==> config.mk <==
export PLATFORM = sky130hd
export DESIGN_NAME = cpuTop
export DESIGN_NICKNAME = d
export VERILOG_FILES = /design/src/cpuPkg.sv /design/src/dataBusIf.sv /design/src/alu.sv /design/src/axiLiteManager.sv /design/src/cpuControl.sv /design/src/cpuTop.sv /design/src/programRom.sv /design/src/regFile.sv
export SDC_FILE = /design/constraint.sdc
export NUM_CORES = 1
export LEC_CHECK = 0
export BUFFER_PORTS_ARGS = -buffer_cell sky130_fd_sc_hd__buf_2
export CAP_MARGIN = 20
export CORE_UTILIZATION = 39
export CTS_BUF_LIST = sky130_fd_sc_hd__clkbuf_4 sky130_fd_sc_hd__clkbuf_8
export DETAILED_ROUTE_END_ITERATION = 12
export GPL_ROUTABILITY_DRIVEN = 0
export GPL_TIMING_DRIVEN = 0
export PLACE_DENSITY_LB_ADDON = 0.2
export SKIP_CTS_REPAIR_TIMING = 1
export SLEW_MARGIN = 20
export SYNTH_ARGS = -nofsm -noshare
export SYNTH_HDL_FRONTEND = slang
export SYNTH_SLANG_ARGS = --single-unit
export TNS_END_PERCENT = 50
==> constraint.sdc <==
create_clock -name clock -period 2 [get_ports clock]
set_input_delay 0.2 -clock clock [delete_from_list [all_inputs] [get_ports clock]]
set_output_delay 0.2 -clock clock [all_outputs]
set_load 0.01 [all_outputs]
==> src/program.hex <==
// One 16-bit instruction per line, hex, from address 0
// Opcode in bits 15:12, then rd/rs/rt fields, immediate or offset
8225
84F3
0650
A600
1850
A801
2A50
AA02
3C50
AC03
4E50
AE04
8403
5650
A605
69D0
A806
72FE
A207
9A10
0B48
AA08
8C0C
9F85
AF89
B241
A209
C281
A40A
B281
A40B
C241
AC0C
D023
A20D
AE0E
E000

==> src/cpuPkg.sv <==
`default_nettype none

package cpuPkg;

   // ==============================
   // Fixed ISA widths
   // ==============================

   // Data and instruction word
   localparam int WordWidth = 16;
   // Eight general registers
   localparam int RegAddrWidth = 3;
   // Narrowest width AXI4-Lite allows
   localparam int AxiDataWidth = 32;
   // Opcode sits in the top bits
   localparam int OpcodeWidth = 4;
   // Sign-extended fields
   localparam int ImmWidth = 8;
   localparam int OffsetWidth = 6;
   // Absolute jump target
   localparam int JumpWidth = 12;

   // ==============================
   // Encodings
   // ==============================

   // Register format ops first, then immediate, memory, flow
   typedef enum logic [OpcodeWidth-1:0] {
      ADD, SUB, AND, OR, XOR, SHL, SHR,
      ADDI, LDI,
      LD, ST,
      BEQ, BNE, JMP,
      HALT, NOP
   } opcodeT;

   // Multicycle control states
   typedef enum logic [1:0] {
      FETCH, EXECUTE, MEMWAIT, HALTED
   } cpuStateT;

endpackage

`default_nettype wire

==> src/dataBusIf.sv <==
`default_nettype none

interface dataBusIf import cpuPkg::*; #(
   parameter int AxiAddrWidth = 18
);

   // Request side, word address
   logic                    reqValid;
   logic                    reqWrite;
   logic [AxiAddrWidth-3:0] reqAddr;
   logic [WordWidth-1:0]    reqWdata;

   // One-cycle end of transaction, load data alongside
   logic                    reqReady;
   logic [WordWidth-1:0]    rspRdata;

   // Control unit side
   modport requester (
      output reqValid, reqWrite, reqAddr, reqWdata,
      input  reqReady, rspRdata
   );

   // AXI manager side
   modport responder (
      input  reqValid, reqWrite, reqAddr, reqWdata,
      output reqReady, rspRdata
   );

endinterface

`default_nettype wire

==> src/alu.sv <==
`default_nettype none

module alu import cpuPkg::*; (
   input  opcodeT               op,
   input  logic [WordWidth-1:0] a,
   input  logic [WordWidth-1:0] b,
   output logic [WordWidth-1:0] result,
   output logic                 equal
);

   // Shift amount from low 4 bits of b
   logic [3:0] shamt;

   assign shamt = b[3:0];

   always_comb begin
      unique case (op)
         // Address arithmetic shares the adder
         ADD, ADDI, LD, ST: begin
            result = a + b;
         end
         SUB: begin
            result = a - b;
         end
         AND: begin
            result = a & b;
         end
         OR: begin
            result = a | b;
         end
         XOR: begin
            result = a ^ b;
         end
         SHL: begin
            result = a << shamt;
         end
         // Logical, zero fill
         SHR: begin
            result = a >> shamt;
         end
         // Immediate passes straight through
         LDI: begin
            result = b;
         end
         // Branches, jumps and the rest
         default: begin
            result = '0;
         end
      endcase
   end

   // Branch decision
   assign equal = (a == b);

endmodule

`default_nettype wire

==> src/axiLiteManager.sv <==
`default_nettype none

module axiLiteManager import cpuPkg::*; #(
   parameter int AxiAddrWidth = 18
) (
   input  logic                      clock,
   input  logic                      arstN,
   dataBusIf.responder               bus,
   output logic                      awvalid,
   input  logic                      awready,
   output logic [AxiAddrWidth-1:0]   awaddr,
   output logic                      wvalid,
   input  logic                      wready,
   output logic [AxiDataWidth-1:0]   wdata,
   output logic [AxiDataWidth/8-1:0] wstrb,
   input  logic                      bvalid,
   output logic                      bready,
   output logic                      arvalid,
   input  logic                      arready,
   output logic [AxiAddrWidth-1:0]   araddr,
   input  logic                      rvalid,
   output logic                      rready,
   input  logic [AxiDataWidth-1:0]   rdata
);

   typedef enum logic [2:0] {
      IDLE, WRITE, WRESP, READ, RRESP, DONE
   } axiStateT;

   axiStateT state;
   logic     awDone;
   logic     wDone;

   // Byte address from word address, payload held by the requester
   assign awaddr = {bus.reqAddr, 2'b00};
   assign araddr = {bus.reqAddr, 2'b00};
   assign wdata  = {{(AxiDataWidth-WordWidth){1'b0}}, bus.reqWdata};
   // Full words only
   assign wstrb  = '1;

   // Address and data channels finish on their own
   assign awDone = !awvalid || awready;
   assign wDone  = !wvalid || wready;

   // Single-cycle pulse, DONE keeps IDLE from seeing a stale request
   assign bus.reqReady = (state == DONE);

   always_ff @(posedge clock or negedge arstN) begin
      if (!arstN) begin
         state   <= IDLE;
         awvalid <= 1'b0;
         wvalid  <= 1'b0;
         bready  <= 1'b0;
         arvalid <= 1'b0;
         rready  <= 1'b0;
      end else begin
         unique case (state)
            IDLE: begin
               if (bus.reqValid && bus.reqWrite) begin
                  awvalid <= 1'b1;
                  wvalid  <= 1'b1;
                  state   <= WRITE;
               end else if (bus.reqValid) begin
                  arvalid <= 1'b1;
                  state   <= READ;
               end
            end
            WRITE: begin
               if (awready) begin
                  awvalid <= 1'b0;
               end
               if (wready) begin
                  wvalid <= 1'b0;
               end
               if (awDone && wDone) begin
                  bready <= 1'b1;
                  state  <= WRESP;
               end
            end
            // Response code ignored
            WRESP: begin
               if (bvalid) begin
                  bready <= 1'b0;
                  state  <= DONE;
               end
            end
            READ: begin
               if (arready) begin
                  arvalid <= 1'b0;
                  rready  <= 1'b1;
                  state   <= RRESP;
               end
            end
            RRESP: begin
               if (rvalid) begin
                  rready <= 1'b0;
                  state  <= DONE;
               end
            end
            default: begin
               state <= IDLE;
            end
         endcase
      end
   end

   // Low half of the read beat
   always_ff @(posedge clock) begin
      if ((state == RRESP) && rvalid) begin
         bus.rspRdata <= rdata[WordWidth-1:0];
      end
   end

endmodule

`default_nettype wire

==> src/cpuControl.sv <==
`default_nettype none

module cpuControl import cpuPkg::*; #(
   parameter int RomAddrWidth = 8
) (
   input  logic                    clock,
   input  logic                    arstN,
   output logic [RomAddrWidth-1:0] romAddr,
   input  logic [WordWidth-1:0]    instr,
   output logic [RegAddrWidth-1:0] rsAddr,
   output logic [RegAddrWidth-1:0] rtAddr,
   input  logic [WordWidth-1:0]    rsData,
   input  logic [WordWidth-1:0]    rtData,
   output logic                    wrEn,
   output logic [RegAddrWidth-1:0] wrAddr,
   output logic [WordWidth-1:0]    wrData,
   output opcodeT                  aluOp,
   output logic [WordWidth-1:0]    aluA,
   output logic [WordWidth-1:0]    aluB,
   input  logic [WordWidth-1:0]    aluResult,
   input  logic                    aluEqual,
   dataBusIf.requester             bus,
   output logic                    halted
);

   localparam int ReqAddrWidth = $bits(bus.reqAddr);

   cpuStateT                state;
   logic [RomAddrWidth-1:0] pc;
   logic [WordWidth-1:0]    ir;
   opcodeT                  op;
   logic [RegAddrWidth-1:0] fieldHi;
   logic [RegAddrWidth-1:0] fieldMid;
   logic [RegAddrWidth-1:0] fieldLo;
   logic [WordWidth-1:0]    immExt;
   logic [WordWidth-1:0]    offExt;
   logic [RomAddrWidth-1:0] branchOff;
   logic [JumpWidth-1:0]    jumpTarget;
   logic                    isRegOp;
   logic                    isImmOp;
   logic                    isMemOp;
   logic                    isBranch;
   logic                    branchTaken;

   // ==============================
   // Decode
   // ==============================

   assign op = opcodeT'(ir[WordWidth-1 -: OpcodeWidth]);

   // Three register fields below the opcode
   assign fieldHi  = ir[11:9];
   assign fieldMid = ir[8:6];
   assign fieldLo  = ir[5:3];

   // Sign extension of immediate and offsets
   assign immExt    = {{(WordWidth-ImmWidth){ir[ImmWidth-1]}}, ir[ImmWidth-1:0]};
   assign offExt    = {{(WordWidth-OffsetWidth){ir[OffsetWidth-1]}}, ir[OffsetWidth-1:0]};
   assign branchOff = {{(RomAddrWidth-OffsetWidth){ir[OffsetWidth-1]}}, ir[OffsetWidth-1:0]};
   assign jumpTarget = ir[JumpWidth-1:0];

   assign isRegOp  = op inside {ADD, SUB, AND, OR, XOR, SHL, SHR};
   assign isImmOp  = op inside {ADDI, LDI};
   assign isMemOp  = op inside {LD, ST};
   assign isBranch = op inside {BEQ, BNE};

   assign branchTaken = ((op == BEQ) && aluEqual) || ((op == BNE) && !aluEqual);

   // Operand routing per format
   always_comb begin
      rsAddr = fieldMid;
      rtAddr = fieldLo;
      aluB   = rtData;
      // ADDI reads rd, branches compare rs at the top field
      if (isImmOp || isBranch) begin
         rsAddr = fieldHi;
      end
      // Store data sits in the top field
      if (isMemOp) begin
         rtAddr = fieldHi;
      end else if (isBranch) begin
         rtAddr = fieldMid;
      end
      if (isImmOp) begin
         aluB = immExt;
      end else if (isMemOp) begin
         aluB = offExt;
      end
   end

   assign aluOp = op;
   assign aluA  = rsData;

   // Destination is always the top field
   assign wrAddr = fieldHi;
   assign wrEn   = ((state == EXECUTE) && (isRegOp || isImmOp))
                 || ((state == MEMWAIT) && bus.reqReady && !bus.reqWrite);
   // Load data once the bus answers
   assign wrData = (state == MEMWAIT) ? bus.rspRdata : aluResult;

   assign romAddr = pc;
   assign halted  = (state == HALTED);

   // ==============================
   // Multicycle FSM
   // ==============================

   always_ff @(posedge clock or negedge arstN) begin
      if (!arstN) begin
         state        <= FETCH;
         pc           <= '0;
         bus.reqValid <= 1'b0;
      end else begin
         unique case (state)
            // PC now points at the next instruction
            FETCH: begin
               pc    <= pc + 1'b1;
               state <= EXECUTE;
            end
            EXECUTE: begin
               state <= FETCH;
               if (op == HALT) begin
                  state <= HALTED;
               end else if (op == JMP) begin
                  pc <= jumpTarget[RomAddrWidth-1:0];
               end else if (branchTaken) begin
                  // Relative to the next PC
                  pc <= pc + branchOff;
               end else if (isMemOp) begin
                  bus.reqValid <= 1'b1;
                  state        <= MEMWAIT;
               end
            end
            // Request held until the manager finishes
            MEMWAIT: begin
               if (bus.reqReady) begin
                  bus.reqValid <= 1'b0;
                  state        <= FETCH;
               end
            end
            // Left only by reset
            HALTED: begin
               state <= HALTED;
            end
         endcase
      end
   end

   // Instruction register and request payload
   always_ff @(posedge clock) begin
      if (state == FETCH) begin
         ir <= instr;
      end
      if ((state == EXECUTE) && isMemOp) begin
         bus.reqWrite <= (op == ST);
         bus.reqAddr  <= ReqAddrWidth'(aluResult);
         bus.reqWdata <= rtData;
      end
   end

endmodule

`default_nettype wire

==> src/cpuTop.sv <==
`default_nettype none

module cpuTop import cpuPkg::*; #(
   parameter int RomAddrWidth = 8,
   parameter int AxiAddrWidth = 18
) (
   input  logic                      clock,
   input  logic                      arstN,
   // AXI4-Lite manager to data memory
   output logic                      awvalid,
   input  logic                      awready,
   output logic [AxiAddrWidth-1:0]   awaddr,
   output logic                      wvalid,
   input  logic                      wready,
   output logic [AxiDataWidth-1:0]   wdata,
   output logic [AxiDataWidth/8-1:0] wstrb,
   input  logic                      bvalid,
   output logic                      bready,
   output logic                      arvalid,
   input  logic                      arready,
   output logic [AxiAddrWidth-1:0]   araddr,
   input  logic                      rvalid,
   output logic                      rready,
   input  logic [AxiDataWidth-1:0]   rdata,
   output logic                      halted
);

   logic [RomAddrWidth-1:0] romAddr;
   logic [WordWidth-1:0]    instr;
   logic [RegAddrWidth-1:0] rsAddr;
   logic [RegAddrWidth-1:0] rtAddr;
   logic [WordWidth-1:0]    rsData;
   logic [WordWidth-1:0]    rtData;
   logic                    wrEn;
   logic [RegAddrWidth-1:0] wrAddr;
   logic [WordWidth-1:0]    wrData;
   opcodeT                  aluOp;
   logic [WordWidth-1:0]    aluA;
   logic [WordWidth-1:0]    aluB;
   logic [WordWidth-1:0]    aluResult;
   logic                    aluEqual;

   // ==============================
   // Core blocks
   // ==============================

   // Load and store path between control and AXI
   dataBusIf #(.AxiAddrWidth(AxiAddrWidth)) dataBus ();

   programRom #(.RomAddrWidth(RomAddrWidth)) uProgramRom (
      .address (romAddr),
      .q       (instr)
   );

   regFile uRegFile (
      .clock  (clock),
      .arstN  (arstN),
      .rsAddr (rsAddr),
      .rtAddr (rtAddr),
      .rsData (rsData),
      .rtData (rtData),
      .wrEn   (wrEn),
      .wrAddr (wrAddr),
      .wrData (wrData)
   );

   alu uAlu (
      .op     (aluOp),
      .a      (aluA),
      .b      (aluB),
      .result (aluResult),
      .equal  (aluEqual)
   );

   cpuControl #(.RomAddrWidth(RomAddrWidth)) uCpuControl (
      .clock     (clock),
      .arstN     (arstN),
      .romAddr   (romAddr),
      .instr     (instr),
      .rsAddr    (rsAddr),
      .rtAddr    (rtAddr),
      .rsData    (rsData),
      .rtData    (rtData),
      .wrEn      (wrEn),
      .wrAddr    (wrAddr),
      .wrData    (wrData),
      .aluOp     (aluOp),
      .aluA      (aluA),
      .aluB      (aluB),
      .aluResult (aluResult),
      .aluEqual  (aluEqual),
      .bus       (dataBus.requester),
      .halted    (halted)
   );

   // Data memory lives outside, reached over AXI4-Lite
   axiLiteManager #(.AxiAddrWidth(AxiAddrWidth)) uAxiLiteManager (
      .clock   (clock),
      .arstN   (arstN),
      .bus     (dataBus.responder),
      .awvalid (awvalid),
      .awready (awready),
      .awaddr  (awaddr),
      .wvalid  (wvalid),
      .wready  (wready),
      .wdata   (wdata),
      .wstrb   (wstrb),
      .bvalid  (bvalid),
      .bready  (bready),
      .arvalid (arvalid),
      .arready (arready),
      .araddr  (araddr),
      .rvalid  (rvalid),
      .rready  (rready),
      .rdata   (rdata)
   );

endmodule

`default_nettype wire

==> src/programRom.sv <==
`default_nettype none

module programRom import cpuPkg::*; #(
   parameter int RomAddrWidth = 8
) (
   input  logic [RomAddrWidth-1:0] address,
   output logic [WordWidth-1:0]    q
);

   localparam int RomDepth = 2**RomAddrWidth;

   logic [WordWidth-1:0] mem [RomDepth];

   // Unlisted words decode as NOP
   initial begin
      for (int i = 0; i < RomDepth; i++) begin
         mem[i] = {NOP, {(WordWidth-OpcodeWidth){1'b0}}};
      end
      $readmemh("/design/src/program.hex", mem);
   end

   // Combinational read, follows the address
   assign q = mem[address];

endmodule

`default_nettype wire

==> src/regFile.sv <==
`default_nettype none

module regFile import cpuPkg::*; (
   input  logic                    clock,
   input  logic                    arstN,
   input  logic [RegAddrWidth-1:0] rsAddr,
   input  logic [RegAddrWidth-1:0] rtAddr,
   output logic [WordWidth-1:0]    rsData,
   output logic [WordWidth-1:0]    rtData,
   input  logic                    wrEn,
   input  logic [RegAddrWidth-1:0] wrAddr,
   input  logic [WordWidth-1:0]    wrData
);

   localparam int NumRegs = 2**RegAddrWidth;

   logic [WordWidth-1:0] regs [NumRegs];

   // Single write port, all registers zero after reset
   always_ff @(posedge clock or negedge arstN) begin
      if (!arstN) begin
         for (int i = 0; i < NumRegs; i++) begin
            regs[i] <= '0;
         end
      end else if (wrEn) begin
         regs[wrAddr] <= wrData;
      end
   end

   // Two combinational read ports
   assign rsData = regs[rsAddr];
   assign rtData = regs[rtAddr];

endmodule

`default_nettype wire

# Word-level counts from Yosys, hierarchy flattened
# Index checks and enable logic that the tools add are counted.
# totals
mem_count	0
latch_bits	0
regBits	204
mem_bits_ro	0
elab_cells	163
output_inout_bits	78
ramBits	0
# op_classes
shift	2
reduce_logical	40
n_lt_le_gt_ge	4
n_div	0
multipliers	0
bitwise_logic	6
n_eq_ne	38
mux	50
add_sub_neg	2
# op_table
operator	count
$bwmux W128	1
$mux W16	8
$pmux W16 S8	1
$bmux W16 S3	2
$demux W16 S3	1
$eq A4 B4 Y1 const B	7
$mux W3	9
$ne A2 B2 Y1 const B	10
$add A16 B16 Y16	1
$and A16 B16 Y16	1
$eq A16 B16 Y1	1
$eq A4 B3 Y1 const B	4
$or A16 B16 Y16	1
$reduce_bool A2 Y1	8
$shl A16 B4 Y16	1
$shr A16 B4 Y16	1
$sub A16 B16 Y16	1
$xor A16 B16 Y16	1
$mux W1	15
$pmux W3 S5	1
$ge A4 B4 Y1 const B	3
$not A3 Y4	3
$pmux W1 S2	6
$reduce_and A3 Y1	4
other kinds (23)	51

# Logic depth before layout (Yosys ltp)
# logic_depth
word_depth	18
ltp_mapped	4
ltp_nobuf	4

# Modules after synthesis
# From an unflattened synthesis, not the netlist that was laid out.
# hier_totals
hier_cells	1424
area_unflattened_um2	16030.4
# by_module_without_submodules
module	area_per_inst_um2	cells_per_inst	instances	seq_area_each_um2
regFile	7000.5	393	1	3203.1
alu	3922.5	574	1	0.0
cpuControl	3443.3	297	1	1746.7
axiLiteManager	1536.5	142	1	680.7
programRom	127.6	18	1	0.0

# Least setup slack after synthesis
# OpenSTA, ideal clock, no wires.
# synth_timing
path_kind	register to register
startpoint	register uAxiLiteManager.state[1]
endpoint	register uCpuControl.state[0]
required_time_ps	1875
slack_ps	803
arrival_time_ps	1072
setup_time_ps	125
path_stages_with_launch	5
cell_sequence	dfrtp_1 buf_4 nand3b_1 nand2_1 mux2_2
# synth_via
elab_chain_len	2
# synth_lines
item	line_no	text
start: declaration	axiLiteManager.sv:30	axiStateT state;
start signal: assignment	axiLiteManager.sv:50	state <= IDLE;
start signal: assignment	axiLiteManager.sv:62	state <= WRITE;
start signal: assignment	axiLiteManager.sv:65	state <= READ;
$eq A3 B3 Y1	axiLiteManager.sv:46	assign bus.reqReady = (state == DONE);
$ne A2 B1 Y1 (no source line)	--	
end signal: assignment	cpuControl.sv:110	state <= FETCH;
end signal: assignment	cpuControl.sv:118	state <= EXECUTE;
end signal: assignment	cpuControl.sv:121	state <= FETCH;
end: declaration	cpuControl.sv:28	cpuStateT state;
# No other way between the ends.
# A chain may end at the register's enable or synchronous reset.

# Final worst setup path
# Same ends and word-level chain as after synthesis.

==> qor.yml <==
cts:
  clkLatencyLatePin_ns: 0.26
  clock_sinks: 11
  htreeDepth: 1
  ctsLongestPathBuffers: 2
  cts_made_buffers: 3
  root_buffer: "clkbuf_4"
  cts_tree: "yes"
  clkTransAtPathRegs_ns: 0.07
global_route:
  grt_use_total: 0.0984
  grt_start_max_net_pins: 12
  grt_antenna_before_repair: 0
  grt_pass1_wl_um: 2550
  grt_pass1_vias: 598
  overflow: 0
power_and_ir_drop:
  power.leakage_nw: 0.967
  pwr_density_cell_nw_per_um2: 605
  p_total_uw: 934
  ir_drop_mv: 0.427
final_layout:
  drive_above_1_share: 0.433
  antenna_cells: 0
  design_area_um2: 1550
  final_common_cell: "buf_4"
  stdcell_count: 248
  final_util: 0.560
  fill_cells: 273
  nets: 259
  most-common-layout-cells: "buf_4 (73), conb_1 (72), buf_2 (12)"
  area_delta_synth_final_pct: 35.1
route:
  viasPerCell: 3.35
  wirelength_um: 1660
  drtPass1Iterations: 4
  vias: 831
  antenna_left: 0
  drc: 0
  drt-initial-drc-count: 13
  wl_per_cell_um: 6.68
floorplanning:
  core_um2: 2760
  start_util: 0.415
  die_height_um: 56.2
  die_area_um2: 3150
  rows: 19
  ios: 117
  die_width_um: 56.2
outcome:
  outcome: "finished clean"
timing:
  max_freq_ghz: 0.788
  fin_setup_tns_ns: 0
  min_period_ns: 1.27
  finClkSkew_ns: 0.00432
  slew_viol_final: 0
  setup_slack_ns: 0.731
  post-route-period-util: 0.635
  rsz0062_at_grt: "no"
  setup-violations-final: 0
  hold_slack_ns: 0.124
  hold_viol: 0
yosys:
  ys_seq_area_frac: 0.241
  ys_ff_latch: 11
  netlist_top_cells_area: "buf_4 (48%), dfrtp_1 (24%), nand3b_1 (2.6%), a21oi_1 (2.2%), ha_1 (2.2%)"
  synth_cells: 130
  ys_warn_count: 0
  synth_area_um2: 1140
  synthDominantCellAreaShare: 0.479
  synth_cell_types: 24
  syn_avg_cell_area_um2: 8.80
  synth_top_area_cell: "buf_4"
job:
  max_cap_violations: 0
setup_path:
  endpoint_kind: "flop"
  path_max_fanout: 10
  critPathArrivalTime_ns: 1.41
  required_ns: 2.15
  critical_path_class: "reg2reg"
  crit_path_start_kind: "flop"
placement:
  placed_cells: 243
  placed_area_um2: 1510
  dp_hpwl_um: 1450
  io_buffer_count: 12
  pre_cts_slack_ns: 0.756
hold_path:
  hold_path.class: "in2reg"
where the power goes:
part | internal (mW) | switching (mW) | total, mW
combinational | 0.247 | 0.244 | 0.491
sequential | 0.260 | 0.0208 | 0.281
clock | 0.0905 | 0.0718 | 0.162
total | 0.598 | 0.337 | 0.934
metal layers:
layer | up-vias | share of wire | GRT usage
li1 | 446 | - | -
met1 | 340 | 0.40 | 0.127
met2 | 45 | 0.48 | 0.163
met3 | 0 | 0.11 | 0.0209
met4 | 0 | 0 | 0.0314
met5 | - | 0 | 0
registers in the layout (all words and copies together) (netlist names):
name                      flops
uAxiLiteManager.arvalid       1
uAxiLiteManager.awvalid       1
uAxiLiteManager.bready        1
uAxiLiteManager.rready        1
uAxiLiteManager.state         3
uAxiLiteManager.wvalid        1
uCpuControl.bus.reqValid      1
uCpuControl.state             2
critical path: stages (launching register included):
cell      delay (ns)
dfrtp_1         0.36
buf_4           0.17
nand3b_1        0.18
nand2_1         0.11
mux2_2          0.33
cells in the mapped netlist:
cell type	instances
nand3b_1	4
a21oi_1	5
ha_1	2
mux2i_1	1
dfrtp_1	11
a21boi_0	3
o21ai_0	1
buf_4	73
a22oi_1	1
or3_1	1
o21a_1	1
nand2_1	2
nor3_1	1
nor3b_4	1
nand2b_1	2
a31oi_1	2
conb_1	2
nor2b_1	2
inv_1	4
buf_6	2
a211oi_1	3
nor2_1	2
or2b_1	2
mux2_2	2
cell type report:
cell class                 count  area (µm²)  share of cell area
buffer                        75         571               0.369
clock buffer                   4        30.0              0.0194
inverter                       4        15.0             0.00972
multi-input combinational    110         546               0.353
sequential                    11         275               0.178
tap                           31        38.8              0.0251
timing repair buffer          13        70.1              0.0453
worst paths after layout:
check	startpoint	endpoint	slack, ns	cells after the start
worst min register to register	uAxiLiteManager.arvalid	uAxiLiteManager.arvalid	0.52	2
worst max-delay path	uAxiLiteManager.state[1]	uCpuControl.state[0]	0.73	4
worst min-delay path	wready	uAxiLiteManager.wvalid	0.12	2
worst max register to register	uAxiLiteManager.state[1]	uCpuControl.state[0]	0.73	4
max in group asynchronous	arstN	uAxiLiteManager.state[2]	1.46	2
min in group asynchronous	arstN	uAxiLiteManager.state[0]	0.33	2
kinds of logic (layout without fill, tap and decap cells):
| logic type | count (synthesis) | after routing | share of synthesized area |
|---|---|---|---|
| DFF | 11 | 11 | 0.241 |
| muxes | 3 | 3 | 0.0284 |
| buffers and inverters | 79 | 96 | 0.512 |
| and+or+nand+nor | 17 | 17 | 0.101 |
| other | 2 | 72 | 0.00657 |
| AOI/OAI and AO/OA | 16 | 16 | 0.0897 |
| adders and majority gates | 2 | 2 | 0.0219 |
Note: power is estimated with default switching activity, not from simulation.
